$ cat config.mk
export PLATFORM = sky130hd
export DESIGN_NAME = partial_fifo_flat
export DESIGN_NICKNAME = d
export VERILOG_FILES = /design/src/source/layer_data_pkg.sv /design/src/source/layer_ctrl_pkg.sv /design/src/source/partial_if.sv /design/src/source/partial_fifo.sv /design/src/flat_wrapper.sv
export VERILOG_INCLUDE_DIRS = /design/src /design/src/source
export SDC_FILE = /design/constraint.sdc
export NUM_CORES = 1
export LEC_CHECK = 0
export ABC_AREA = 1
export BUFFER_PORTS_ARGS = -buffer_cell sky130_fd_sc_hd__buf_2
export CAP_MARGIN = 15
export CELL_PAD_IN_SITES_DETAIL_PLACEMENT = 1
export CELL_PAD_IN_SITES_GLOBAL_PLACEMENT = 2
export CORE_MARGIN = 2
export CORE_UTILIZATION = 30
export CTS_CLUSTER_DIAMETER = 50
export CTS_CLUSTER_SIZE = 16
export DETAILED_ROUTE_END_ITERATION = 6
export PLACE_DENSITY_LB_ADDON = 0.25
export SYNTH_ARGS = -nofsm -noshare
export SYNTH_HDL_FRONTEND = slang
export SYNTH_SLANG_ARGS = --single-unit
$ cat constraint.sdc
create_clock -name clk -period 6.6 [get_ports clk]
set_input_delay 0.66 -clock clk [delete_from_list [all_inputs] [get_ports clk]]
set_output_delay 0.66 -clock clk [all_outputs]
set_load 0.01 [all_outputs]
$ cat src/source/layer_macros.svh
`ifndef LAYER_MACROS_SVH
`define LAYER_MACROS_SVH

// activation/weight pairs per item
`define LANES 24

// lanes reduced by one processing element
`define PE_LANES 8

// processing elements feeding the second stage
`define PE_COUNT 3

// data word width, signed fixed point
`define WORD_W 32

// fractional bits of the fixed-point format
`define FRAC_BITS 15

// partial-sum buffer entries, also the producer's starting credit
`define FIFO_DEPTH 4

// result slots in the reduce stage, also the buffer's starting credit
`define OUT_SLOTS 2

`endif

$ cat src/source/layer_data_pkg.sv
`include "layer_macros.svh"

package layer_data_pkg;

  // one signed fixed-point word
  typedef logic signed [`WORD_W-1:0] word_t;

  // all lanes of one item
  // used for activations, weights and the scaled products
  typedef word_t [`LANES-1:0] lane_vec_t;

  // one partial sum per processing element
  // index k covers lanes k*PE_LANES up to k*PE_LANES+PE_LANES-1
  typedef word_t [`PE_COUNT-1:0] partial_set_t;

endpackage

$ cat src/source/layer_ctrl_pkg.sv
package layer_ctrl_pkg;

  // activation applied to the reduced total
  // relu clamps negative totals to zero
  typedef enum logic {
    OP_NONE = 1'b0,
    OP_RELU = 1'b1
  } act_op_t;

endpackage

$ cat src/source/partial_if.sv
`timescale 1ns/1ps

interface partial_if
  import layer_data_pkg::*, layer_ctrl_pkg::*;
();

  // one-cycle beat, only sent while the sender holds a credit
  logic         valid;
  // partial sums of one item
  partial_set_t partials;
  // activation carried along with the item
  act_op_t      op;
  // receiver frees one entry, single-cycle pulse
  logic         credit;

  // sending side keeps the credit counter
  modport src (
    output valid,
    output partials,
    output op,
    input  credit
  );

  // receiving side returns credits as entries drain
  modport dst (
    input  valid,
    input  partials,
    input  op,
    output credit
  );

endinterface

$ cat src/source/partial_fifo.sv
`timescale 1ns/1ps
`include "layer_macros.svh"

module partial_fifo
  import layer_data_pkg::*, layer_ctrl_pkg::*;
(
  input logic    clk,
  input logic    i_reset,
  partial_if.dst link_in,
  partial_if.src link_out
);

  localparam int PTR_W = $clog2(`FIFO_DEPTH);
  localparam int CNT_W = $clog2(`FIFO_DEPTH + 1);
  localparam int CRD_W = $clog2(`OUT_SLOTS + 1);
  localparam logic [CNT_W-1:0] FULL_CNT = CNT_W'(`FIFO_DEPTH);

  // entry storage, sums and opcode side by side
  partial_set_t mem_parts [`FIFO_DEPTH];
  act_op_t      mem_op    [`FIFO_DEPTH];

  logic [PTR_W-1:0] wr_ptr;
  logic [PTR_W-1:0] rd_ptr;
  logic [CNT_W-1:0] count;

  // credits toward the reduce stage slots
  logic [CRD_W-1:0] out_crd;

  logic wr_en;
  logic send;

  // every beat is taken, the producer already holds a credit
  assign wr_en = link_in.valid;
  // head leaves when present and a slot is reserved downstream
  assign send  = (count != '0) && (out_crd != '0);

  always_ff @(posedge clk) begin
    if (wr_en) begin
      mem_parts[wr_ptr] <= link_in.partials;
      mem_op[wr_ptr]    <= link_in.op;
    end
  end

  // pointers and fill level
  always_ff @(posedge clk) begin
    if (i_reset) begin
      wr_ptr <= '0;
      rd_ptr <= '0;
      count  <= '0;
    end else begin
      if (wr_en) begin
        wr_ptr <= wr_ptr + 1'b1;
      end
      if (send) begin
        rd_ptr <= rd_ptr + 1'b1;
      end
      count <= count + CNT_W'(wr_en) - CNT_W'(send);
    end
  end

  // outgoing beat registered, upstream credit goes out with it
  always_ff @(posedge clk) begin
    if (i_reset) begin
      link_out.valid <= 1'b0;
      link_in.credit <= 1'b0;
      out_crd        <= CRD_W'(`OUT_SLOTS);
    end else begin
      link_out.valid <= send;
      link_in.credit <= send;
      out_crd        <= out_crd - CRD_W'(send) + CRD_W'(link_out.credit);
    end
    if (send) begin
      link_out.partials <= mem_parts[rd_ptr];
      link_out.op       <= mem_op[rd_ptr];
    end
  end

  // producer credits keep writes away from a full buffer
  a_no_overflow: assert property (
    @(posedge clk) disable iff (i_reset) link_in.valid |-> count != FULL_CNT
  );

  // reduce stage returns at most one credit per slot
  a_crd_bound: assert property (
    @(posedge clk) disable iff (i_reset) out_crd <= CRD_W'(`OUT_SLOTS)
  );

endmodule

$ cat src/flat_wrapper.sv
// flat-port wrapper written by rule: the top's interface ports become plain ports
module partial_fifo_flat import layer_data_pkg::*, layer_ctrl_pkg::*;
  (clk, i_reset, link_in_valid, link_in_partials, link_in_op, link_in_credit, link_out_valid, link_out_partials, link_out_op, link_out_credit);
  partial_if link_in_i ();
  partial_if link_out_i ();
  input logic clk;
  input logic i_reset;
  input wire logic [$bits(link_in_i.valid)-1:0] link_in_valid;
  input wire logic [$bits(link_in_i.partials)-1:0] link_in_partials;
  input wire logic [$bits(link_in_i.op)-1:0] link_in_op;
  output wire logic [$bits(link_in_i.credit)-1:0] link_in_credit;
  output wire logic [$bits(link_out_i.valid)-1:0] link_out_valid;
  output wire logic [$bits(link_out_i.partials)-1:0] link_out_partials;
  output wire logic [$bits(link_out_i.op)-1:0] link_out_op;
  input wire logic [$bits(link_out_i.credit)-1:0] link_out_credit;
  assign link_in_i.valid = link_in_valid;
  assign link_in_i.partials = link_in_partials;
  assign link_in_i.op = link_in_op;
  assign link_in_credit = link_in_i.credit;
  assign link_out_valid = link_out_i.valid;
  assign link_out_partials = link_out_i.partials;
  assign link_out_op = link_out_i.op;
  assign link_out_i.credit = link_out_credit;
  partial_fifo u_core (.clk(clk), .i_reset(i_reset), .link_in(link_in_i), .link_out(link_out_i));
endmodule
Word level (Yosys, flattened, before mapping)
Memory sizes are Yosys's and may differ from the RTL's. A register that Yosys moved wholly into a read port is not among the register bits.
Index checks and enable logic that the tools add are counted.
{ "word_totals": {"regBits": 10, "latchBits": 0, "ram_bits": 388, "romBits": 0, "output_inout_bits": 99, "mem_count": 2} }
{ "memory_table": {"columns": ["name", "depth", "word_bits", "rd", "rd_clocked_by_memory_dff", "wr", "line_no", "source"], "rows": [
  ["u_core.mem_parts", 4, 96, 1, 1, 1, "partial_fifo.sv:19", "partial_set_t mem_parts [`FIFO_DEPTH];"],
  ["u_core.mem_op", 4, 1, 1, 1, 1, "partial_fifo.sv:20", "act_op_t mem_op [`FIFO_DEPTH];"]
]} }
{ "op_classes": {"addsub": 6, "mul": 0, "div_mod_pow": 0, "order_cmp": 0, "eq_ne": 0, "n_shift": 0, "mux": 2, "bitwise": 0, "reduce_logical": 3} }
{ "op_table": {"columns": ["operator", "count"], "rows": [
  ["adder 2 x 1 -> 2 bit (second input constant)", 2],
  ["adder 3 x 1 -> 3 bit", 1],
  ["nonzero test 3 bit", 1],
  ["subtractor 3 x 1 -> 3 bit", 1],
  ["adder 2 x 1 -> 2 bit", 1],
  ["2-to-1 mux 1 bit", 2],
  ["nonzero test 2 bit", 1],
  ["subtractor 2 x 1 -> 2 bit", 1],
  ["logical AND 1 bit", 1]
]} }

Logic depth before layout (Yosys ltp)
Gate-level depths: netlist of run 1.
{ "depth": {"depth_word": 4, "mapped_depth": 10} }

Least setup slack after synthesis of run 1
Ideal clock, no wire load.
{ "synth_timing": {"path_kind": "reg2reg", "startpoint": "register u_core.count[1]", "endpoint": "register u_core.count[1]", "setup_time_ns": 0.109, "arrival_ns": 3.582, "required_ns": 6.491, "slack_ns": 2.908, "path_stages_with_launch": 11, "period_less_slack_ns": 3.692, "path_cell_list": "dfxtp_1 nor2_1 nand2_1 nand2_1 inv_1 nand2_1 o21ai_0 ha_1 fa_1 inv_1 nor2_1"} }
{ "synth_between": {"elab_chain_cells": 3, "word_cells_on_any_way": 4, "classes_between": "add/sub: 2; reduce/logical: 2"} }
{ "synth_rtl": {"columns": ["item", "line_no", "source"], "rows": [
  ["start: declaration", "partial_fifo.sv:24", "logic [CNT_W-1:0] count;"],
  ["start signal: assignment", "partial_fifo.sv:57", "count <= count + CNT_W'(wr_en) - CNT_W'(send);"],
  ["nonzero test 3 bit", "partial_fifo.sv:35", "assign send = (count != '0) && (out_crd != '0);"],
  ["logical AND 1 bit", "partial_fifo.sv:35", null],
  ["named net u_core.send", "partial_fifo.sv:30", "logic send;"],
  ["subtractor 3 x 1 -> 3 bit", "partial_fifo.sv:57", null]
]} }
The timed path passes the listed nets, and every way through them passes these cells.
A chain may end at the register's enable or synchronous reset.

==> results of run 1 <==
==> per-stage QoR <==
step | setup WS [ps] | cell area (um^2)
final | 3740 | 21200
after detailed placement | 3650 | 19500
after global routing | 3490 | 21200
after CTS | 3660 | 21200
after floorplan | 2910 | 17800
after global placement | 3730 | 19500
==> registers in the layout, summed over array words and instances, names as in the netlist <==
signal	flops
u_core.count	3
u_core.mem_parts	384
u_core.mem_op	4
u_core.link_out.op	1
u_core.rd_ptr	2
u_core.out_crd	2
u_core.link_in.credit	1
u_core.link_out.partials	96
u_core.wr_ptr	2
==> final cells by class <==
| class | instances | area (um^2) | share of cell area [%] |
|---|---|---|---|
| inverter | 19 | 92.6 | 0.437 |
| clock inverter | 35 | 410 | 1.94 |
| sequential | 495 | 14800 | 69.8 |
| multi-input combinational | 527 | 2560 | 12.1 |
| clock buffer | 55 | 1290 | 6.10 |
| antenna | 3 | 7.51 | 0.0355 |
| timing repair buffer | 209 | 1070 | 5.06 |
| tap | 773 | 967 | 4.57 |
==> kinds of logic (layout without fill, tap and decap cells) <==
| kind of cell | count (synthesis) | after routing |
|---|---|---|
| compound gates | 300 | 300 |
| xor+xnor | 1 | 1 |
| fa+ha+maj | 7 | 7 |
| buf+inv | 84 | 318 |
| flops | 495 | 495 |
| other cells | 0 | 3 |
| simple gates | 219 | 219 |
==> power by group through the flow <==
stage          registers (mW)  logic (mW)  clock network [mW]
3_3_place_gp             4.54        2.13                   0
2_1_floorplan            4.54        1.25                   0
3_5_place_dp             4.54        2.19                   0
5_1_grt                  4.51        2.38                3.14
6_report                 4.46        2.10                2.95
4_1_cts                  4.48        2.19                3.03
==> worst max path at each step <==
stage / endpoint / slack, ps
CTS: u_core.link_out.partials[76]$_DFFE_PP_ / 3660
finish: u_core.link_out.partials[78]$_DFFE_PP_ / 3740
global route: u_core.link_out.partials[84]$_DFFE_PP_ / 3490
detailed placement: u_core.link_out.partials[76]$_DFFE_PP_ / 3650
floorplan: u_core.count[1]$_SDFF_PP0_ / 2910
global placement: u_core.mem_parts[1][40]$_DFFE_PP_ / 3730
==> worst register-to-register path, cell delays in order (launching register included) <==
cell,delay (ps)
dfxtp_4,860
buf_4,620
buf_4,710
o21ai_0,340
o22ai_1,200
==> layout by cell type (no fill, tap or decap), types with 5 or more instances in the layout <==
| cell | instances |
|---|---|
| inv_8 | 5 |
| edfxtp_1 | 485 |
| o22ai_1 | 97 |
| inv_1 | 12 |
| buf_2 | 199 |
| ha_1 | 6 |
| dfxtp_1 | 8 |
| nor2_1 | 201 |
| nand2_1 | 12 |
| clkinv_1 | 6 |
| buf_4 | 10 |
| clkinv_4 | 6 |
| clkbuf_16 | 51 |
| o21ai_1 | 53 |
| o21ai_0 | 146 |
| inv_4 | 5 |
| bufinv_16 | 7 |
| clkinv_2 | 7 |
==> routing by layer <==
layer | GRT usage, % | vias to the layer above
li1 | - | 4593
met1 | 19.2 | 5066
met2 | 23.6 | 176
met3 | 3.17 | 70
met4 | 3.95 | 2
met5 | 0 | -
==> flow_summary_export.csv, run 1 <==
group,metric,value,unit
drt,routed.top_layer,"met5",
drt,route.met2.wl,21300,um
floorplan,dieWidth,248,um
floorplan,die_y,248,um
run_status,outcome,"finished, final reports clean",
power_and_ir_drop,vdd_drop_max,238,uV
global_route,grt_max_degree,113,
yosys,netlist_top_cells_count,"485 x edfxtp_1, 201 x nor2_1, 146 x o21ai_0, 97 x o22ai_1, 53 x o21ai_1",
global_route,grt_usage,14.4,%
worst_setup_path,crit_family,"buffers and inverters",
yosys,synth_simple_gate_area_share,4.66,%
worst_hold_path,hold_start,"link_in_partials[30]",
cts,cts.sinks,495,
yosys,synth_top_family_by_area,"compound AO/OA/AOI/OAI gates",
worst_setup_path,r2r_cells,4,
layout,fin_nets,1410,
floorplan,start_util,30.3,%
worst_hold_path,hold_path_depth,1,
floorplan,dieArea,61400,um^2
timing,fin_setup_tns,0,ps
cts,clk_pin_slew,70,ps
yosys,synth_seq_area_share,82.8,%
layout,fin_cells,2116,
drt,met1_length,20000,um
worst_setup_path,critPathSlowestCell,"dfxtp_4",
floorplan,row_count,89,
drt,drt_iter0_markers,527,
worst_setup_path,startpoint,"u_core.rd_ptr[0]$_SDFFE_PP0P_",
power_and_ir_drop,power_frac_comb,22.1,%
global_route,grt_pass1_vias,10420,
power_and_ir_drop,clockPowerShare,31.0,%
yosys,synth_edf_count,485,
power_and_ir_drop,p_switching,3.02,mW
yosys,ys_types,25,
global_route,antenna_found_initial,5,
yosys,synth_compound_area_share,9.11,%
power_and_ir_drop,power,9.52,mW
worst_setup_path,slowest_delay,860,ps
cts,cts_resized,0,
drt,first_pass_iters,4,
drt,ant_nets,0,
worst_setup_path,worstPathRequired,7030,ps
cts,holdBufCountCts,0,
timing,hold_viol,0,
placed_design,dpl.hpwl,24200,um
timing,fmax,349,MHz
floorplan,io_pins,200,
layout,final_core_util,35.9,%
yosys,yosysWarnings,0,
timing,period_needed,2860,ps
yosys,synthCells,1106,
timing,tightest_slew,1070,ps
cts,clockRootBuffer,"clkbuf_16",
yosys,ys.flop_type,"edfxtp_1",
power_and_ir_drop,p_sw_share,31.7,%
worst_setup_path,crit_type,"register to register",
worst_setup_path,worstReg2RegStart,"u_core.rd_ptr[0]$_SDFFE_PP0P_",
yosys,synth_top_area_cell,"edfxtp_1",
worst_setup_path,worstSetupPathDepth,4,
cts,cts_setup_buffers,0,
worst_hold_path,hold_class,"primary input to register",
placed_design,port_buffers,199,
power_and_ir_drop,seqPwrFrac,46.9,%
timing,drv_slew,0,
worst_setup_path,reg2reg_slack,3740,ps
layout,drive_above_1_share,22.3,%
drt,viasPerCell,4.68,
yosys,synth-seq-cells,495,
worst_setup_path,timing.critical_path.buf_inv,2,
yosys,muxShareOfSynthArea,0,%
worst_hold_path,hold_end,"u_core.mem_parts[0][30]$_DFFE_PP_",
drt,drt_wl_total,44600,um
drt,drc,0,
worst_setup_path,r2r_end,"u_core.link_out.partials[78]$_DFFE_PP_",
yosys,synth-async-reset-ratio,0,%
yosys,synth_top_area_share,81.6,%
yosys,syn_nets,1214,
worst_setup_path,cp.arrival,3290,ps
yosys,synthesis.area,17800,um^2
yosys,synth.most_common_cell,"edfxtp_1",
worst_setup_path,end_kind,"register",
run,maxCapViolCount,0,
placed_design,gp_congestion,0.689,
power_and_ir_drop,powerDensity,449,nW/um^2
layout,nFillCells,5993,
worst_setup_path,cp-start-kind,"register",
yosys,synth_fa_ha_area_share,0.533,%
worst_setup_path,crit_path_frequent_cell,"buf_4",
power_and_ir_drop,p_leak,7.22,nW
global_route,grt_remaining_overflow,0,
layout,syn2layout_area_growth,18.7,%
yosys,synthTopCellsByArea,"edfxtp_1 82%, nor2_1 4.2%, o21ai_0 4.1%",
cts,cts_tree,"built",
floorplan,core,58900,um^2
cts,numCtsBuffers,50,
timing,holdWs,287,ps
worst_setup_path,crit_fanout,76,
cts,htree_levels,2,
placed_design,post-place-cells,2023,
drt,wire_per_inst,21.1,um
drt,via_count,9907,
timing,slew_headroom,28.4,%
cts,worst_skew_pair.late_latency,590,ps
global_route,grt_pass1_wl,65700,um
worst_setup_path,path_cells,"buf_4 > buf_4 > o21ai_0 > o22ai_1",
cts,cts_buffer_depth,3,
yosys,synthXorXnorAreaFrac,0.0491,%
timing,period_share,43.4,%
yosys,syn_avg_cell_area,16.1,um^2
drt,wl_met3,2190,um
power_and_ir_drop,p_int,6.50,mW
timing,setup_viol,0,
timing,rsz0062_at_grt,"false",
timing,clock_skew,25.7,ps
Note: power is estimated with default switching activity, not from simulation.
==> inputs of run 2 (changes only) <==
- clock period: 6.6 -> 2.3 ns (I/O delays scaled with it)
==> flow_summary_export.csv, run 2 (synthesized netlist as in run 1, its figures left out) <==
group,metric,value,unit
floorplan,io_pins,200,
worst_hold_path,hold_path_depth,3,
layout,fin_cells,2239,
power_and_ir_drop,vdd_drop_max,1060,uV
worst_setup_path,worstPathRequired,2810,ps
floorplan,start_util,30.3,%
timing,setup_viol,0,
layout,drive_above_1_share,23.6,%
floorplan,die_y,248,um
layout,layout_common_cells,"485 x edfxtp_1, 200 x nor2_1, 199 x buf_2",
layout,regMostFlops,"u_core.mem_parts",
global_route,grt_remaining_overflow,0,
timing,period_needed,1860,ps
placed_design,dpl-instance-area,19900,um^2
timing,drv_slew,0,
timing,tightest_slew,699,ps
placed_design,post-place-cells,2041,
cts,numCtsBuffers,52,
drt,drc,0,
layout,syn2layout_area_growth,27.4,%
cts,cts_setup_buffers,0,
worst_hold_path,hold_class,"primary input to register",
global_route,grt_usage,14.2,%
worst_setup_path,path_cells,"nor2_4 > nand2_2 > nand2_4 > clkinvlp_4 > nand2_1 > o21ai_1 > ha_2 > fa_2 > inv_1 > nor2_1",
drt,drt_iter0_markers,580,
worst_setup_path,r2r_cells,10,
worst_setup_path,end_kind,"register",
layout,largest_register_ffs,384,
drt,first_pass_iters,4,
placed_design,port_buffers,199,
worst_setup_path,crit_fanout,4,
cts,clk_pin_slew,60,ps
drt,drt_wl_total,44100,um
run,maxCapViolCount,0,
cts,cts_tree,"built",
worst_setup_path,reg2reg_slack,440,ps
cts,worst_skew_pair.late_latency,590,ps
cts,clockRootBuffer,"clkbuf_16",
worst_setup_path,worstReg2RegStart,"u_core.count[1]$_SDFF_PP0_",
global_route,grt_pass1_vias,10737,
power_and_ir_drop,power,27.9,mW
worst_hold_path,hold_end,"u_core.wr_ptr[1]$_SDFFE_PP0P_",
floorplan,dieWidth,248,um
layout,nFillCells,5968,
timing,rsz0062_at_grt,"false",
timing,fmax,537,MHz
worst_hold_path,hold_start,"link_in_valid",
timing,slew_headroom,53.4,%
global_route,antenna_found_initial,3,
timing,period_share,81.0,%
worst_setup_path,cp-start-kind,"register",
timing,hold_viol,0,
power_and_ir_drop,powerDensity,1230,nW/um^2
power_and_ir_drop,p_leak,7.82,nW
cts,htree_levels,2,
cts,cts.sinks,495,
drt,via_count,10324,
global_route,grt_max_degree,111,
floorplan,row_count,89,
worst_setup_path,cp.arrival,2380,ps
layout,fin_nets,1529,
global_route,grt_pass1_wl,65800,um
floorplan,core,58900,um^2
worst_setup_path,r2r_end,"u_core.count[1]$_SDFF_PP0_",
cts,cts_buffer_depth,3,
timing,fin_setup_tns,0,ps
worst_setup_path,slowest_delay,520,ps
floorplan,dieArea,61400,um^2
drt,ant_nets,0,
placed_design,gp_congestion,0.686,
placed_design,dpl.hpwl,24100,um
worst_setup_path,critPathSlowestCell,"fa_2",
drt,wire_per_inst,19.7,um
worst_setup_path,crit_type,"register to register",
layout,layout_commonest_cell,"edfxtp_1",
timing,clock_skew,20.2,ps
drt,viasPerCell,4.61,
layout,reg_top3,"u_core.mem_parts x384, u_core.link_out.partials x96, u_core.mem_op x4",
run_status,outcome,"finished, final reports clean",
layout,final_core_util,38.6,%
layout,fin_area,22700,um^2
-- run 2: cell types whose count changed in the layout (fill, tap and decap cells not counted), sizes merged --
| cell | change |
|---|---|
| clkinv | +4 |
| bufinv | -3 |
| inv | -1 |
| clkbuf | +3 |
| dlygate4sd3 | +99 |
| clkinvlp | +5 |
| buf | +18 |
| diode | -2 |
-- run 2: metal layers --
metal	share of wire [%]	track usage (%)	vias up
li1	-	-	4839
met1	44	18.5	5255
met2	50	24.3	175
met3	4.5	3.00	51
met4	1.5	3.28	4
met5	0.061	0	-
-- run 2: worst max-delay path, delay by kind of cell (launching register included) --
family | cells | cell delay (ps)
AO/OA/AOI/OAI | 1 | 80
adder cells (fa/ha/maj) | 2 | 720
buffers and inverters | 2 | 130
flip-flops | 1 | 350
AND/OR/NAND/NOR | 5 | 510
-- run 2: worst max path at each step --
stage / startpoint / end / slack [ps]
after floorplan: u_core.out_crd[1]$_SDFF_PP1_ / u_core.count[1]$_SDFF_PP0_ / -890
after global placement: u_core.out_crd[1]$_SDFF_PP1_ / u_core.count[2]$_SDFF_PP0_ / 430
after detailed placement: u_core.count[1]$_SDFF_PP0_ / u_core.count[1]$_SDFF_PP0_ / 430
after CTS: u_core.count[2]$_SDFF_PP0_ / u_core.count[1]$_SDFF_PP0_ / 410
after global routing: u_core.count[1]$_SDFF_PP0_ / u_core.count[1]$_SDFF_PP0_ / 320
final: u_core.count[1]$_SDFF_PP0_ / u_core.count[1]$_SDFF_PP0_ / 440
-- run 2: repair_timing --
action | 4_1_cts | 5_1_grt
endpoints found under the hold margin | 394 | 0
resized for setup | 0 | 0
hold buffers | 99 | 0
-- run 2: cell type report --
class	count	area, um^2	area share, %
Sequential cell	495	14800	65.0
Multi-Input combinational cell	527	2650	11.6
Timing Repair Buffer	326	2430	10.7
Clock inverter	40	429	1.89
Inverter	19	103	0.451
Clock buffer	58	1370	6.01
Antenna cell	1	2.50	0.0110
Tap cell	773	967	4.26
-- run 2: power by group --
| part | total, mW | switching [mW] | internal, mW |
|---|---|---|---|
| Sequential | 12.5 | 0.585 | 11.9 |
| Combinational | 6.71 | 4.50 | 2.20 |
| Clock | 8.67 | 3.79 | 4.88 |
-- run 2: metrics by stage --
stage | worst slack (ps) | hold slack [ps]
5_1_grt | 316 | 56.4
6_report | 438 | 43.3
4_1_cts | 408 | 11.1
3_5_place_dp | 432 | 448
3_3_place_gp | 431 | 444
2_1_floorplan | -894 | 299
