File: config.mk
export PLATFORM = sky130hd
export DESIGN_NAME = reduce_stage_flat
export DESIGN_NICKNAME = d
export VERILOG_FILES = /design/src/source/layer_data_pkg.sv /design/src/source/layer_ctrl_pkg.sv /design/src/source/partial_if.sv /design/src/source/reduce_stage.sv /design/src/flat_wrapper.sv
export VERILOG_INCLUDE_DIRS = /design/src /design/src/source
export SDC_FILE = /design/constraint.sdc
export NUM_CORES = 1
export LEC_CHECK = 0
export ABC_AREA = 1
export BUFFER_PORTS_ARGS = -buffer_cell sky130_fd_sc_hd__buf_4
export CAP_MARGIN = 20
export CORE_MARGIN = 2
export CORE_UTILIZATION = 45
export DETAILED_ROUTE_END_ITERATION = 8
export HOLD_SLACK_MARGIN = 0.15
export PLACE_DENSITY = 0.79
export SLEW_MARGIN = 10
export SYNTH_ARGS = -nofsm -noshare
export SYNTH_HDL_FRONTEND = slang
export SYNTH_SLANG_ARGS = --single-unit
File: constraint.sdc
create_clock -name clk -period 2.95 [get_ports clk]
set_input_delay 0.7375 -clock clk [delete_from_list [all_inputs] [get_ports clk]]
set_output_delay 0.7375 -clock clk [all_outputs]
set_load 0.02 [all_outputs]
File: src/source/layer_macros.svh
`ifndef LAYER_MACROS_SVH
`define LAYER_MACROS_SVH

// activation/weight pairs per item
`define LANES 24

// lanes reduced by one processing element
`define PE_LANES 8

// processing elements feeding the second stage
`define PE_COUNT 3

// data word width, signed fixed point
`define WORD_W 32

// fractional bits of the fixed-point format
`define FRAC_BITS 15

// partial-sum buffer entries, also the producer's starting credit
`define FIFO_DEPTH 4

// result slots in the reduce stage, also the buffer's starting credit
`define OUT_SLOTS 2

`endif

File: src/source/layer_data_pkg.sv
`include "layer_macros.svh"

package layer_data_pkg;

  // one signed fixed-point word
  typedef logic signed [`WORD_W-1:0] word_t;

  // all lanes of one item
  // used for activations, weights and the scaled products
  typedef word_t [`LANES-1:0] lane_vec_t;

  // one partial sum per processing element
  // index k covers lanes k*PE_LANES up to k*PE_LANES+PE_LANES-1
  typedef word_t [`PE_COUNT-1:0] partial_set_t;

endpackage

File: src/source/layer_ctrl_pkg.sv
package layer_ctrl_pkg;

  // activation applied to the reduced total
  // relu clamps negative totals to zero
  typedef enum logic {
    OP_NONE = 1'b0,
    OP_RELU = 1'b1
  } act_op_t;

endpackage

File: src/source/partial_if.sv
`timescale 1ns/1ps

interface partial_if
  import layer_data_pkg::*, layer_ctrl_pkg::*;
();

  // one-cycle beat, only sent while the sender holds a credit
  logic         valid;
  // partial sums of one item
  partial_set_t partials;
  // activation carried along with the item
  act_op_t      op;
  // receiver frees one entry, single-cycle pulse
  logic         credit;

  // sending side keeps the credit counter
  modport src (
    output valid,
    output partials,
    output op,
    input  credit
  );

  // receiving side returns credits as entries drain
  modport dst (
    input  valid,
    input  partials,
    input  op,
    output credit
  );

endinterface

File: src/source/reduce_stage.sv
`timescale 1ns/1ps
`include "layer_macros.svh"

module reduce_stage
  import layer_data_pkg::*, layer_ctrl_pkg::*;
(
  input  logic   clk,
  input  logic   i_reset,
  partial_if.dst link,
  output logic   o_out_valid,
  input  logic   i_out_ready,
  output word_t  o_out_data
);

  localparam int PTR_W = $clog2(`OUT_SLOTS);
  localparam int CNT_W = $clog2(`OUT_SLOTS + 1);
  localparam logic [CNT_W-1:0] FULL_CNT = CNT_W'(`OUT_SLOTS);

  // result queue, head goes to the output
  word_t slots [`OUT_SLOTS];

  logic [PTR_W-1:0] wr_ptr;
  logic [PTR_W-1:0] rd_ptr;
  logic [CNT_W-1:0] count;

  word_t total;
  word_t result;
  logic  pop;

  // second stage: wrapping sum of the PE outputs
  always_comb begin
    total = '0;
    for (int k = 0; k < `PE_COUNT; k++) begin
      total = total + link.partials[k];
    end
  end

  // relu keeps positives, negatives become zero
  always_comb begin
    if (link.op == OP_RELU && total < 0) begin
      result = '0;
    end else begin
      result = total;
    end
  end

  assign o_out_valid = (count != '0);
  assign o_out_data  = slots[rd_ptr];
  assign pop         = o_out_valid && i_out_ready;

  // a slot freed at the handshake goes back as a credit
  assign link.credit = pop;

  // slot written the cycle after the link beat
  always_ff @(posedge clk) begin
    if (link.valid) begin
      slots[wr_ptr] <= result;
    end
  end

  always_ff @(posedge clk) begin
    if (i_reset) begin
      wr_ptr <= '0;
      rd_ptr <= '0;
      count  <= '0;
    end else begin
      if (link.valid) begin
        wr_ptr <= wr_ptr + 1'b1;
      end
      if (pop) begin
        rd_ptr <= rd_ptr + 1'b1;
      end
      count <= count + CNT_W'(link.valid) - CNT_W'(pop);
    end
  end

  // held result must not move until the sink takes it
  a_stall_stable: assert property (
    @(posedge clk) disable iff (i_reset)
      (o_out_valid && !i_out_ready) |=> (o_out_valid && $stable(o_out_data))
  );

  // buffer credits keep beats away from full slots
  a_no_overflow: assert property (
    @(posedge clk) disable iff (i_reset) link.valid |-> count != FULL_CNT
  );

endmodule

File: src/flat_wrapper.sv
// flat-port wrapper written by rule: the top's interface ports become plain ports
module reduce_stage_flat import layer_data_pkg::*, layer_ctrl_pkg::*;
  (clk, i_reset, o_out_valid, i_out_ready, o_out_data, link_valid, link_partials, link_op, link_credit);
  partial_if link_i ();
  input  logic clk;
  input  logic i_reset;
  output logic o_out_valid;
  input  logic i_out_ready;
  output word_t o_out_data;
  input wire logic [$bits(link_i.valid)-1:0] link_valid;
  input wire logic [$bits(link_i.partials)-1:0] link_partials;
  input wire logic [$bits(link_i.op)-1:0] link_op;
  output wire logic [$bits(link_i.credit)-1:0] link_credit;
  assign link_i.valid = link_valid;
  assign link_i.partials = link_partials;
  assign link_i.op = link_op;
  assign link_credit = link_i.credit;
  reduce_stage u_core (.clk(clk), .i_reset(i_reset), .link(link_i), .o_out_valid(o_out_valid), .i_out_ready(i_out_ready), .o_out_data(o_out_data));
endmodule
# Yosys cells after proc, flatten, opt, wreduce, memory -nomap -nowiden
# Memory sizes are Yosys's and may differ from the RTL's. A register that Yosys moved wholly into a read port is not among the register bits.
# Index checks and enable logic that the tools add are counted.
# classes
n_mux	5
order_cmp	1
addsub	6
reduce_logical	3
# op_table
operator	count
$add 32x32->32	2
$lt 32x1->1 const B	1
$mux 32	1
$mux 1	4
$add 1x1->1 const B	2
$add 2x1->2	1
$logic_and 1x1->1	2
$reduce_bool 2->1	1
$sub 2x1->2	1
# totals
word_cells	19
mem_bits_rw	64
n_memories	1
reg_bits	4
input_bits	101
out_inout_bits	34
# mem_list
memory	depth	word_bits	rd	rd_clocked_by_memory_dff	wr	line	source
u_core.slots	2	32	1	1	1	reduce_stage.sv:20	word_t slots [`OUT_SLOTS];

# Longest topological paths before layout
# Gate-level depths: netlist of the first run.
# depth
ltp_word	5
depth_mapped	15
depth_no_buf	15

# Least setup slack after synthesis of the first run
# OpenSTA, ideal clock, no wires.
# synth_timing
path_kind	input to register
from	in link_partials[1]
to	mem u_core.slots[0][21] (netlist name) (data pin)
stages	14
required_ns	2.701
arrival_ns	2.686
setup_ns	0.249
slack_ns	0.015
path_buffers	1
cell_sequence	fa_1 -> ha_1 -> fa_1 -> nand2_1 -> nand3_2 -> nand2_1 -> nand2_2 -> nand2_2 -> nand2_2 -> nand2_2 -> nand3_4 -> buf_8 -> nand2_2 -> inv_2
# synth_between
elab_chain_len	5
# synth_lines
item	line	source
from (decl)	flat_wrapper.sv:11	input wire logic [$bits(link_i.partials)-1:0] link_partials;
$add 32x32->32 * (2 in series)	reduce_stage.sv:34	total = total + link.partials[k];
$lt 32x1->1	reduce_stage.sv:40	if (link.op == OP_RELU && total < 0) begin
$logic_and 1x1->1	reduce_stage.sv:40	
$mux 32 *	reduce_stage.sv:40	
net u_core.result[21]	reduce_stage.sv:27	word_t result;
to (decl)	reduce_stage.sv:20	
# The timed path passes the listed nets; every way through them passes the cells marked *.

# Worst setup path in the final report of the first run
# layout_timing
from	in link_partials[1]
to	mem u_core.slots[0][8] (netlist name) (data pin)
# Same word-level chain as after synthesis.

==> tab_implementation.tex, run 1 <==
\begin{tabular}{lr}
\hline
Metric & Value \\
\hline
\multicolumn{2}{l}{\textbf{Cells and area}} \\
Final standard cell area without fillers & about 7800 um\^{}2 \\
Layout overhead on the synthesized area & 35.6\% \\
Ant diodes & 0 \\
NumNets Final & about 1100 \\
Post-route insts no fill & 1073 \\
Share of the core filled with cells & 62.0\% \\
Share of layout cells above drive strength 1 & 32.3\% \\
\multicolumn{2}{l}{\textbf{Logic synthesis}} \\
Cell variety after synth & 31 \\
Yosys reg bits & 69 \\
Synthesized netlist net count & approximately 850 \\
Most instantiated flip-flop cell in the synthesis netlist & edfxtp\_1 \\
Sequential area share after synthesis & 35.3\% \\
Largest area contributor in the synthesized netlist & edfxtp\_1 \\
Biggest area contributors in the synthesized netlist & edfxtp\_1 (34\%), nand2\_1 (15\%), fa\_1 (11\%) \\
Avg Inst Size Synth & 8.31 um\^{}2 \\
Fraction of registers with async set or reset after synthesis & 0\% \\
Count of flip-flops with a built-in enable after synthesis & 64 \\
Count of warnings emitted by yosys & 0 \\
Post-synth top area share & 33.6\% \\
Area of the mapped netlist & approximately 5700 um\^{}2 \\
Cell types with the highest counts after synthesis & nand2\_1 (224), inv\_1 (130), edfxtp\_1 (64) \\
Most common cell in the synthesized netlist & nand2\_1 \\
Post-synthesis instance total & slightly below 700 \\
\multicolumn{2}{l}{\textbf{Timing}} \\
Min Tclk post-route & 2.81 ns \\
Worst hold margin & roughly 0.5 ns \\
Worst Max-Slew Pin Slew & 0.418 ns \\
Setup repair after global routing missed its margin & no \\
Final Max Slew Viols & 0 \\
Top achievable clock speed & roughly 360 MHz \\
Clock Skews & between 0.004 and 0.005 ns \\
Setup TNS after final layout & 0 ns \\
Max-slew headroom at the worst pin & 72.1\% \\
Post-route clock period utilization & between 90\% and 100\% \\
Final hold violation count & 0 \\
Total of endpoints with negative setup slack in the final report & 0 \\
\multicolumn{2}{l}{\textbf{Run}} \\
Maximum Capacitance Violations & 0 \\
\multicolumn{2}{l}{\textbf{Global routing}} \\
Overflow left after global routing & 0 \\
Met2 Resource Use GR & $\sim$33\% \\
Global-route wire length before repair & approximately 21000 um \\
Via count of the first global-routing pass & approximately 4700 \\
Routing usage on met3 & $\sim$2.1\% \\
Pin count of the biggest net entering global routing & 33 \\
GR met1 Demand/Resource & between 20\% and 30\% \\
GRT busiest layer & met2 \\
Number of antenna violations at the first check in global routing & 0 \\
Overall Global Routing Usage & roughly 19\% \\
\multicolumn{2}{l}{\textbf{Power and ir drop}} \\
Psw & around 1.8 mW \\
Leakage power of the design & 4.10 nW \\
Share of total power in the clock network & about a fifth \\
Internal cell power & between 3 and 4 mW \\
Maximum vdd drop & approximately 0.37 mV \\
Sequential share of power & roughly 28\% \\
Total power density per cell area & $\sim$640 nW/um\^{}2 \\
Logic pwr share & 52.5\% \\
Switching power share of the total & a little over a third \\
\multicolumn{2}{l}{\textbf{Floorplanning}} \\
DIE AREA & 13600 um\^{}2 \\
Height of the die & about 120 um \\
Starting utilization of the core area & 45.7\% \\
Die Span X & between 100 and 150 um \\
Core area & 12500 um\^{}2 \\
Row cnt & 41 \\
Number of placed I/O pins & approximately 140 \\
\multicolumn{2}{l}{\textbf{Clock tree}} \\
TritonCTS buffer count & 9 \\
Clock-pin transition on the worst setup and hold timing paths & 0.05 ns \\
Hold-fix buffers at CTS & 0 \\
Htree depth & 3 \\
Cell at the root of the clock tree & clkbuf\_16 \\
CTS max path bufs & 2 \\
Number of sinks handled by clock tree synthesis & approximately 70 \\
Insertion delay of the later-clocked pin in the worst-skew pair & between 0.3 and 0.4 ns \\
Clock tree from TritonCTS & built \\
\multicolumn{2}{l}{\textbf{Place}} \\
Number of buffers inserted by port buffering & roughly 130 \\
DP HPWL & 10500 um \\
Inst Count DP & about 1100 \\
Area after detailed placement & $\sim$7400 um\^{}2 \\
Final weighted congestion of routability-driven global placement & between 0.9 and 1 \\
\multicolumn{2}{l}{\textbf{Worst setup path}} \\
CP required & between 3 and 4 ns \\
Worst setup slack for register-to-register paths & 1.39 ns \\
Critical Path AT & about 2.9 ns \\
Startpoint Class & input pin \\
Kind of critical path & input pin to flip-flop \\
FF-to-FF End & u\_core.count[1] \\
Critical Path Fanout Max & 23 \\
Critical path capture point type & flip-flop \\
Depth of the worst register-to-register path & 8 \\
Critical register-to-register path startpoint & u\_core.count[1] \\
\multicolumn{2}{l}{\textbf{Detailed routing}} \\
Number of violations reported at the end of detailed-routing iteration 0 & 266 \\
Final wirelength & around 13000 um \\
Final routed wire length divided by cell count & 11.8 um \\
Number of iterations in the first detailed-routing pass & 5 \\
Count of vias placed by the detailed router & between 4000 and 5000 \\
Detail-routed via count per cell & roughly 4.6 \\
Detailed-route DRC error count & 0 \\
Number of routed nets with antenna violations & 0 \\
\multicolumn{2}{l}{\textbf{Worst hold path}} \\
Min-Delay Path Class & flip-flop to flip-flop \\
Instance count along the most critical hold path & 2 \\
Critical hold path startpoint & u\_core.rd\_ptr \\
\multicolumn{2}{l}{\textbf{Outcome}} \\
Run status & complete, no violations \\
\hline
\end{tabular}
## cells by family (layout without fill, tap and decap cells)
logic type                 after synthesis  in the layout  share of synthesized area, %
and+or+nand+nor                        325            325                          23.9
buffers and inverters                  147            359                          10.1
DFF                                     69             69                          35.3
adders and majority gates               64             64                          18.2
AOI/OAI and AO/OA                       33             33                          3.24
muxes                                   32             32                          6.30
xor gates and xnor gates                19             19                          2.91
## how the worst max path moves through the flow
stage,from,slack (ns),cells after the start,end
finish,link_partials[1],0.14,15,u_core.slots[0][8]
global route,link_partials[14],0.002,16,u_core.slots[0][10]
CTS,link_partials[1],0.07,15,u_core.slots[0][8]
detailed placement,link_partials[1],-0.26,15,u_core.slots[0][8]
global placement,link_partials[1],-0.19,15,u_core.slots[0][11]
floorplan,link_partials[1],0.01,14,u_core.slots[0][21]
## cell usage in the layout (no fill, tap or decap), types with 5 or more instances in the layout
cell type	count
fa_1	31
dfxtp_1	5
nor2_1	42
a21oi_1	23
inv_1	130
buf_4	202
inv_2	10
nand2_1	224
nand3_1	15
clkbuf_16	9
nand3b_1	7
nand2_2	17
xor2_1	16
nor3_1	5
mux2_2	32
edfxtp_1	64
ha_1	28
## critical path, cell delays in order
cell and delay (ns):
buf_4 0.11, fa_1 0.47, ha_1 0.24, fa_2 0.37
nand2_1 0.10, nand3_2 0.07, nand2_1 0.09, nand2_2 0.08
nand2_2 0.09, nand2_2 0.05, nand2_2 0.08, nand3_4 0.08
buf_12 0.17, nand2_1 0.08, inv_1 0.06
## flip-flops by register name, summed over array words and instances (netlist names), named ones only
name,count
u_core.rd_ptr,1
u_core.count,2
u_core.wr_ptr,1
u_core.slots,64
## layer usage
layer	wire length, um	vias up
li1	-	2555
met5	0	-
met4	199	0
met3	670	18
met2	6110	130
met1	5650	2226
## timing repair
action	4_1_cts	5_1_grt
setup buffers	0	0
gates resized for setup	0	6
setup endpoints to repair	0	36
## metrics by stage
stage / setup slack [ns] / total power [mW]
6_report: 0.141 / 4.99
4_1_cts: 0.0657 / 4.99
3_5_place_dp: -0.264 / 3.99
2_1_floorplan: 0.0150 / 2.99
3_3_place_gp: -0.191 / 3.93
5_1_grt: 0.00185 / 5.37
## final cells by class
class                           instances  area, um^2
Inverter                              140         526
Multi-Input combinational cell        473        3180
Timing Repair Buffer                  203        1540
Clock inverter                          7        56.3
Fill cell                            1129        4760
Tap cell                              172         215
Clock buffer                            9         225
Sequential cell                        69        2020
## power by group through the flow
stage,combinational [mW],clock (mW),sequential (mW)
floorplan,1.61,0,1.38
global route,2.92,1.06,1.39
detailed placement,2.59,0,1.40
global placement,2.54,0,1.39
CTS,2.61,1.01,1.38
finish,2.62,0.991,1.38
Note: power is estimated with default switching activity, not from simulation.
==> run 2, diff against run 1 <==
--- a/config.mk
+++ b/config.mk
@@ -9,11 +9,14 @@
 export ABC_AREA = 1
 export BUFFER_PORTS_ARGS = -buffer_cell sky130_fd_sc_hd__buf_4
 export CAP_MARGIN = 20
+export CELL_PAD_IN_SITES_DETAIL_PLACEMENT = 0
+export CELL_PAD_IN_SITES_GLOBAL_PLACEMENT = 1
 export CORE_MARGIN = 2
-export CORE_UTILIZATION = 45
+export CORE_UTILIZATION = 37
 export DETAILED_ROUTE_END_ITERATION = 8
 export HOLD_SLACK_MARGIN = 0.15
-export PLACE_DENSITY = 0.79
+export PLACE_DENSITY = 0.86
+export REMOVE_ABC_BUFFERS = 1
 export SLEW_MARGIN = 10
 export SYNTH_ARGS = -nofsm -noshare
 export SYNTH_HDL_FRONTEND = slang
==> run 2 against run 1 <==
Register-to-register slack better by 0.03 ns. Power up 2.2%. Largest cell class unchanged. Highest routed layer unchanged. Worst hold slack worse by 0.014 ns. Design area up 0.98%. Flip-flop and latch count unchanged. First-iteration DRC count down 3.0%. Largest power group unchanged. Maximum frequency up 0.66%. Sequential share of layout area down 0.25 points.
==> tab_implementation.tex, run 2 (synthesis gave the netlist of run 1 again) <==
\begin{tabular}{lr}
\hline
Metric & Value \\
\hline
\multicolumn{2}{l}{\textbf{Run}} \\
Maximum Capacitance Violations & 0 (unchanged) \\
\multicolumn{2}{l}{\textbf{Cells and area}} \\
Share of layout cells above drive strength 1 & 32.8\% (+0.49 points) \\
Final standard cell area without fillers & 7840 um\^{}2 (+0.98\%) \\
Flip-flop count of the largest register after layout & 64 (unchanged) \\
NumNets Final & 1069 (+0.75\%) \\
Layout overhead on the synthesized area & 36.9\% \\
Most frequent standard cell in the layout excluding fill and tap cells & nand2\_1 \\
Share of the core filled with cells & 51.7\% (-10 points) \\
Post-route insts no fill & 1097 (+2.2\%) \\
Register containing the most flip-flops in the final layout & u\_core.slots \\
Most used cells in the layout excluding fill and tap cells & nand2\_1 (223), buf\_4 (209), inv\_1 (130) \\
Regs by FF count & u\_core.slots: 64 flops, u\_core.count: 2 flops \\
Ant diodes & 0 (unchanged) \\
\multicolumn{2}{l}{\textbf{Timing}} \\
Clock Skews & 0.00465 ns (+0.000584 ns) \\
Setup WS post-layout & 0.160 ns (+0.0184 ns) \\
Setup repair after global routing missed its margin & no \\
Top achievable clock speed & 358 MHz (+0.66\%) \\
Final hold violation count & 0 (unchanged) \\
Total of endpoints with negative setup slack in the final report & 0 (unchanged) \\
Worst Max-Slew Pin Slew & 0.434 ns (+0.0165 ns) \\
Min Tclk post-route & 2.79 ns (-0.0184 ns) \\
Post-route clock period utilization & 94.6\% (-0.62 points) \\
Setup TNS after final layout & 0 ns (unchanged) \\
Final Max Slew Viols & 0 (unchanged) \\
Max-slew headroom at the worst pin & 71.0\% (-1.1 points) \\
\multicolumn{2}{l}{\textbf{Detailed routing}} \\
Detailed-route DRC error count & 0 (unchanged) \\
Count of vias placed by the detailed router & 4821 (-2.2\%) \\
Final routed wire length divided by cell count & 11.7 um (-0.80\%) \\
Final wirelength & 12800 um (+1.4\%) \\
Number of iterations in the first detailed-routing pass & 4 (-1) \\
Number of violations reported at the end of detailed-routing iteration 0 & 258 (-3.0\%) \\
Number of routed nets with antenna violations & 0 (unchanged) \\
Detail-routed via count per cell & 4.39 (-4.3\%) \\
\multicolumn{2}{l}{\textbf{Worst setup path}} \\
Startpoint Class & input pin \\
Worst setup slack for register-to-register paths & 1.42 ns (+0.03 ns) \\
Kind of critical path & input pin to flip-flop \\
Critical path, cell by cell & buf\_4 > fa\_1 > ha\_2 > fa\_2 > nand2\_1 > nand3\_2 > nand2\_2 > nand2\_2 > nand2\_2 > nand2\_2 > nand2\_2 > nand3\_4 > buf\_12 > nand2\_1 > inv\_1 \\
Most used cell along the critical path & nand2\_2 \\
CP required & 3.03 ns (about the same) \\
Critical Path Fanout Max & 20 (-13\%) \\
Worst path max stage delay & 0.47 ns (about the same) \\
Critical Path AT & 2.87 ns (about the same) \\
Critical path capture point type & flip-flop \\
Worst-path cell with the longest stage delay & fa\_1 \\
\multicolumn{2}{l}{\textbf{Floorplanning}} \\
Core area & 15100 um\^{}2 (+21\%) \\
Row cnt & 45 (+9.8\%) \\
DIE AREA & 16500 um\^{}2 (+21\%) \\
Number of placed I/O pins & 135 (unchanged) \\
Starting utilization of the core area & 37.8\% (-7.9 points) \\
Die Span X & 128 um (+9.9\%) \\
Height of the die & 128 um (+9.9\%) \\
\multicolumn{2}{l}{\textbf{Clock tree}} \\
Insertion delay of the later-clocked pin in the worst-skew pair & 0.33 ns (about the same) \\
Htree depth & 3 (unchanged) \\
TritonCTS buffer count & 9 (unchanged) \\
Clock-pin transition on the worst setup and hold timing paths & 0.05 ns (about the same) \\
Number of sinks handled by clock tree synthesis & 69 (unchanged) \\
Cell at the root of the clock tree & clkbuf\_16 \\
Clock tree from TritonCTS & built \\
CTS max path bufs & 2 (unchanged) \\
Total setup buffers inserted after CTS & 0 (unchanged) \\
\multicolumn{2}{l}{\textbf{Place}} \\
Area after detailed placement & 7520 um\^{}2 (+1.2\%) \\
Inst Count DP & 1081 (+2.3\%) \\
Final weighted congestion of routability-driven global placement & 0.819 (-12\%) \\
Number of buffers inserted by port buffering & 134 (unchanged) \\
Pre-CTS setup slack & -0.289 ns (-0.0246 ns) \\
DP HPWL & 10900 um (+3.3\%) \\
\multicolumn{2}{l}{\textbf{Global routing}} \\
Number of antenna violations at the first check in global routing & 0 (unchanged) \\
Global-route wire length before repair & 21400 um (+3.2\%) \\
Pin count of the biggest net entering global routing & 34 (+3.0\%) \\
Via count of the first global-routing pass & 4735 (-0.29\%) \\
Overflow left after global routing & 0 (unchanged) \\
Overall Global Routing Usage & 16.3\% (-3.0 points) \\
\multicolumn{2}{l}{\textbf{Power and ir drop}} \\
Leakage power of the design & 4.16 nW (+1.3\%) \\
Total power density per cell area & 650 nW/um\^{}2 (+1.2\%) \\
Maximum vdd drop & 0.339 mV (-7.7\%) \\
\multicolumn{2}{l}{\textbf{Worst hold path}} \\
Min-Delay Path Class & flip-flop to flip-flop \\
\multicolumn{2}{l}{\textbf{Outcome}} \\
Run status & complete, no violations \\
\hline
\end{tabular}
[run 2: cell count changes in the layout (fill, tap and decap cells not counted), sizes merged]
cell | previous run | this run
clkinvlp | 0 | 1
clkbuf | 9 | 13
clkinv | 6 | 1
buf | 203 | 211
[run 2: worst paths after layout]
kind / start / cells after the start / to
min: u_core.rd_ptr / 2 / u_core.rd_ptr
max: link_partials[1] / 15 / u_core.slots[0][3]
min reg2reg: u_core.rd_ptr / 2 / u_core.rd_ptr
max reg2reg: u_core.count[1] / 8 / u_core.count[1]
[run 2: through the flow]
| step | power, mW | hold WS, ns |
|---|---|---|
| finish | 5.10 | 0.481 |
| global route | 5.48 | 0.524 |
| CTS | 5.15 | 0.481 |
| detailed placement | 4.05 | 0.474 |
| global placement | 4.01 | 0.466 |
| floorplan | 2.96 | 0.454 |
[run 2: timing repair]
item                       CTS  global route
hold buffers                 0             0
setup endpoints to repair    0            62
gates resized for setup      0             3
[run 2: where the power goes]
part	internal (mW)	switching (mW)	total [mW]
registers	1.34	0.0367	1.38
clock network	0.721	0.363	1.08
logic	1.20	1.44	2.64
total	3.26	1.84	5.10
[run 2: critical path: cells and delay by family]
| family | cells | cell delay [ns] |
|---|---|---|
| and+or+nand+nor | 9 | 0.73 |
| buffers and inverters | 3 | 0.34 |
| adders and majority gates | 3 | 1.05 |
[run 2: layout make-up]
class	instances	area (um^2)
Clock buffer	13	270
Clock inverter	3	42.5
Tap cell	188	235
Fill cell	1457	7310
Inverter	140	526
Multi-Input combinational cell	473	3130
Timing Repair Buffer	211	1610
Sequential cell	69	2020
[run 2: metal layers]
layer | up-vias | global-route usage [%] | routed length [um]
li1 | 2568 | - | -
met1 | 2146 | 21.9 | 6080
met2 | 95 | 27.9 | 6030
met3 | 12 | 1.83 | 533
met4 | 0 | 4.65 | 160
met5 | - | 0 | 0
==> run 3, diff against run 2 <==
--- a/config.mk
+++ b/config.mk
@@ -6,13 +6,12 @@
 export SDC_FILE = /design/constraint.sdc
 export NUM_CORES = 1
 export LEC_CHECK = 0
-export ABC_AREA = 1
 export BUFFER_PORTS_ARGS = -buffer_cell sky130_fd_sc_hd__buf_4
 export CAP_MARGIN = 20
 export CELL_PAD_IN_SITES_DETAIL_PLACEMENT = 0
 export CELL_PAD_IN_SITES_GLOBAL_PLACEMENT = 1
 export CORE_MARGIN = 2
-export CORE_UTILIZATION = 37
+export CORE_UTILIZATION = 38
 export DETAILED_ROUTE_END_ITERATION = 8
 export HOLD_SLACK_MARGIN = 0.15
 export PLACE_DENSITY = 0.86
==> run 3 against run 2 <==
The run now ends with negative setup slack left. Register-to-register slack got worse by 0.13 ns. Combinational power rose by 19%. Flip-flop and latch count did not move. Die area fell by 15%. Setup slack got worse by 0.61 ns. First-iteration DRC count fell by 25%. Maximum frequency fell by 18%. Synthesized cell count fell by 37%. Via count fell by 14%. Final cell count fell by 23%. Power rose by 13%. Non-clock buffer count rose by 28.
==> tab_implementation.tex, run 3 <==
\begin{tabular}{lr}
\hline
Metric & Value \\
\hline
\multicolumn{2}{l}{\textbf{Outcome}} \\
Run status & finished with violations \\
Violations in the final reports & negative setup slack \\
\multicolumn{2}{l}{\textbf{Global routing}} \\
Number of antenna violations at the first check in global routing & 0 (unchanged) \\
Overall Global Routing Usage & 18.1\% (+1.8 points) \\
Via count of the first global-routing pass & 4312 (-8.9\%) \\
GRT busiest layer & met2 \\
GR met1 Demand/Resource & 23.1\% (+1.1 points) \\
Overflow left after global routing & 0 (unchanged) \\
Global-route wire length before repair & 20400 um (-4.6\%) \\
Met2 Resource Use GR & 31.9\% (+4.0 points) \\
Routing usage on met3 & 2.56\% (+0.73 points) \\
Pin count of the biggest net entering global routing & 33 (-2.9\%) \\
\multicolumn{2}{l}{\textbf{Floorplanning}} \\
Number of placed I/O pins & 135 (unchanged) \\
Starting utilization of the core area & 39.1\% (+1.3 points) \\
Die Span X & 118 um (-7.8\%) \\
DIE AREA & 14000 um\^{}2 (-15\%) \\
Height of the die & 118 um (-7.8\%) \\
Core area & 12700 um\^{}2 (-16\%) \\
Row cnt & 41 (-8.9\%) \\
\multicolumn{2}{l}{\textbf{Detailed routing}} \\
Number of iterations in the first detailed-routing pass & 4 (unchanged) \\
Final wirelength & 12800 um (about the same) \\
Number of routed nets with antenna violations & 0 (unchanged) \\
Detail-routed via count per cell & 4.92 (+12\%) \\
Final routed wire length divided by cell count & 15.2 um (+30\%) \\
Number of violations reported at the end of detailed-routing iteration 0 & 193 (-25\%) \\
Count of vias placed by the detailed router & 4144 (-14\%) \\
Detailed-route DRC error count & 0 (unchanged) \\
\multicolumn{2}{l}{\textbf{Cells and area}} \\
Multi-input gate area in the final layout & 3260 um\^{}2 (+4.0\%) \\
Regs by FF count & u\_core.slots: 64 flops, u\_core.count: 2 flops \\
Post-route insts no fill & 843 (-23\%) \\
Total of fill cells in the finished design & 1033 (-29\%) \\
Register containing the most flip-flops in the final layout & u\_core.slots \\
Layout overhead on the synthesized area & 55.6\% \\
Most frequent standard cell in the layout excluding fill and tap cells & buf\_4 \\
Register area & 2020 um\^{}2 (unchanged) \\
Ant diodes & 0 (unchanged) \\
Flip-flop count of the largest register after layout & 64 (unchanged) \\
Share of layout cells above drive strength 1 & 52.8\% (+20 points) \\
Most used cells in the layout excluding fill and tap cells & buf\_4 (230), edfxtp\_1 (64), mux2\_2 (32) \\
NumNets Final & 831 (-22\%) \\
Final standard cell area without fillers & 7740 um\^{}2 (-1.3\%) \\
\multicolumn{2}{l}{\textbf{Place}} \\
Number of buffers inserted by port buffering & 134 (unchanged) \\
Area after detailed placement & 6870 um\^{}2 (-8.6\%) \\
DP HPWL & 9810 um (-9.7\%) \\
Inst Count DP & 820 (-24\%) \\
Final weighted congestion of routability-driven global placement & 0.848 (+3.6\%) \\
\multicolumn{2}{l}{\textbf{Logic synthesis}} \\
Avg Inst Size Synth & 11.5 um\^{}2 (+39\%) \\
Yosys reg bits & 69 (unchanged) \\
Count of flip-flops with a built-in enable after synthesis & 64 (unchanged) \\
Fraction of registers with async set or reset after synthesis & 0\% (unchanged) \\
Post-synth top area share & 38.7\% (+5.1 points) \\
Most instantiated flip-flop cell in the synthesis netlist & edfxtp\_1 \\
Count of warnings emitted by yosys & 0 (unchanged) \\
Post-synthesis instance total & 431 (-37\%) \\
Largest area contributor in the synthesized netlist & edfxtp\_1 \\
Area of the mapped netlist & 4970 um\^{}2 (-13\%) \\
Most common cell in the synthesized netlist & edfxtp\_1 \\
Biggest area contributors in the synthesized netlist & edfxtp\_1 (39\%), fa\_1 (13\%), ha\_1 (8.1\%) \\
Cell types with the highest counts after synthesis & edfxtp\_1 (64), nor2\_1 (39), fa\_1 (32), ha\_1 (32), mux2\_2 (32) \\
Cell variety after synth & 49 (+58\%) \\
Sequential area share after synthesis & 40.7\% (+5.3 points) \\
\multicolumn{2}{l}{\textbf{Worst setup path}} \\
Kind of critical path & input pin to flip-flop \\
Buf+Inv Stages, Crit Path & 1 (-2) \\
Critical Path Fanout Max & 3 (-85\%) \\
Critical path, cell by cell & buf\_4 > fa\_1 > ha\_1 > o21ai\_0 > o21bai\_2 > o31a\_4 > a31oi\_4 > o211a\_1 > nor2\_2 > or4\_4 > a31oi\_4 \\
Critical Path AT & 3.57 ns (+0.70 ns) \\
Critical path capture point type & flip-flop \\
Depth of the worst register-to-register path & 7 (-1) \\
Worst-path cell with the longest stage delay & or4\_4 \\
CP required & 3.12 ns (+0.09 ns) \\
FF-to-FF End & u\_core.count[1] \\
Most used cell along the critical path & a31oi\_4 \\
Worst setup slack for register-to-register paths & 1.29 ns (-0.13 ns) \\
Critical register-to-register path startpoint & u\_core.count[1] \\
Worst path max stage delay & 0.49 ns (+0.02 ns) \\
Startpoint Class & input pin \\
Cell family with the largest share of critical-path delay & compound AO/OA/AOI/OAI gates \\
\multicolumn{2}{l}{\textbf{Clock tree}} \\
Cell at the root of the clock tree & clkbuf\_16 \\
Clock-pin transition on the worst setup and hold timing paths & 0.05 ns (about the same) \\
Clock tree from TritonCTS & built \\
Insertion delay of the later-clocked pin in the worst-skew pair & 0.33 ns (about the same) \\
CTS max path bufs & 2 (unchanged) \\
Htree depth & 3 (unchanged) \\
Hold-fix buffers at CTS & 0 (unchanged) \\
TritonCTS buffer count & 9 (unchanged) \\
Number of sinks handled by clock tree synthesis & 69 (unchanged) \\
\multicolumn{2}{l}{\textbf{Timing}} \\
Clock Skews & 0.00470 ns (+0.0000467 ns) \\
Setup repair after global routing missed its margin & yes \\
Top achievable clock speed & 294 MHz (-18\%) \\
Setup WS post-layout & -0.448 ns (-0.608 ns) \\
Worst Max-Slew Pin Slew & 0.444 ns (+0.00954 ns) \\
Total of endpoints with negative setup slack in the final report & 64 (+64) \\
Min Tclk post-route & 3.40 ns (+0.608 ns) \\
Final Max Slew Viols & 0 (unchanged) \\
Post-route clock period utilization & 115\% (+21 points) \\
Final hold violation count & 0 (unchanged) \\
Max-slew headroom at the worst pin & 70.1\% (-0.95 points) \\
\multicolumn{2}{l}{\textbf{Power and ir drop}} \\
Total power density per cell area & 747 nW/um\^{}2 (+15\%) \\
Leakage power of the design & 3.35 nW (-19\%) \\
Maximum vdd drop & 0.338 mV (-0.41\%) \\
\multicolumn{2}{l}{\textbf{Worst hold path}} \\
Critical hold path startpoint & u\_core.rd\_ptr \\
Min-Delay Path Class & flip-flop to flip-flop \\
Instance count along the most critical hold path & 2 (unchanged) \\
\multicolumn{2}{l}{\textbf{Run}} \\
Maximum Capacitance Violations & 0 (unchanged) \\
\hline
\end{tabular}
-- run 3: changes by cell type in the layout (fill, tap and decap cells not counted), moves of 10 or more --
cell / before / now
inv_1: 130 / 12
inv_2: 10 / 0
nand2_1: 223 / 27
xnor2_1: 3 / 15
nor2_1: 43 / 23
buf_4: 209 / 230
o21ai_0: 3 / 18
xor2_1: 16 / 6
nor2_4: 0 / 13
nand2_2: 18 / 0
-- run 3: metrics by stage --
stage	hold WS [ns]	setup WS (ns)	total power, mW	utilization (%)	setup TNS (ns)
2_1_floorplan	0.481	-1.13	2.90	-	-68.90
3_3_place_gp	0.498	-1.06	4.00	54.0	-65.16
3_5_place_dp	0.514	-1.24	4.08	54.0	-73.13
4_1_cts	0.532	-0.555	5.54	59.0	-31.58
5_1_grt	0.582	-0.526	6.10	60.8	-29.52
6_report	0.523	-0.448	5.78	60.8	-23.78
-- run 3: per-layer routing --
metal | share of wire, % | vias to the layer above | routed length, um
met4 | 1.9 | 0 | 242
met3 | 3.6 | 22 | 457
met2 | 52 | 103 | 6710
met1 | 42 | 1977 | 5390
li1 | - | 2042 | -
met5 | 0 | - | 0
-- run 3: worst max-delay path by stage --
stage | start | end | slack (ns) | depth (start not counted)
after floorplan | link_partials[1] | u_core.slots[0][20] | -1.13 | 11
after global placement | link_partials[1] | u_core.slots[0][4] | -1.06 | 14
after detailed placement | link_partials[1] | u_core.slots[0][28] | -1.24 | 14
after CTS | link_partials[65] | u_core.slots[0][28] | -0.55 | 15
after global routing | link_partials[3] | u_core.slots[0][30] | -0.53 | 11
final | link_partials[3] | u_core.slots[0][30] | -0.45 | 11
-- run 3: worst register-to-register path, stage by stage (launching register included) --
cell and delay [ns]:
dfxtp_1 0.31, or2_2 0.30, and2_1 0.20, ha_1 0.29, inv_1 0.04, ha_1 0.18
xnor2_1 0.18, nor2_1 0.05
-- run 3: area by class of cell --
| cell class | instances | share of cell area (%) |
|---|---|---|
| clock buffers | 10 | 2.96 |
| clock inverters | 6 | 1.46 |
| inverters | 12 | 0.582 |
| multi-input cells | 335 | 42.1 |
| flip-flops and latches | 69 | 26.1 |
| well taps | 172 | 2.78 |
| repair buffers | 239 | 24.0 |
-- run 3: what timing repair did --
item                       4_1_cts  5_1_grt
resized for setup               55       50
pin swaps                       20       28
cloned                           1        0
setup endpoints to repair       64       64
setup buffers                    6        2
-- run 3: cells by family after synthesis --
group / synth area share [%]
flops: 40.7
simple gates: 9.86
compound gates: 13.9
buf+inv: 2.29
mux: 7.25
xor+xnor: 5.11
fa+ha+maj: 20.9
-- run 3: power by group --
group | switching (mW) | leakage [nW] | internal [mW] | total, mW
clock network | 0.390 | 0.167 | 0.826 | 1.22
logic | 1.60 | 2.53 | 1.55 | 3.14
registers | 0.0488 | 0.651 | 1.38 | 1.43
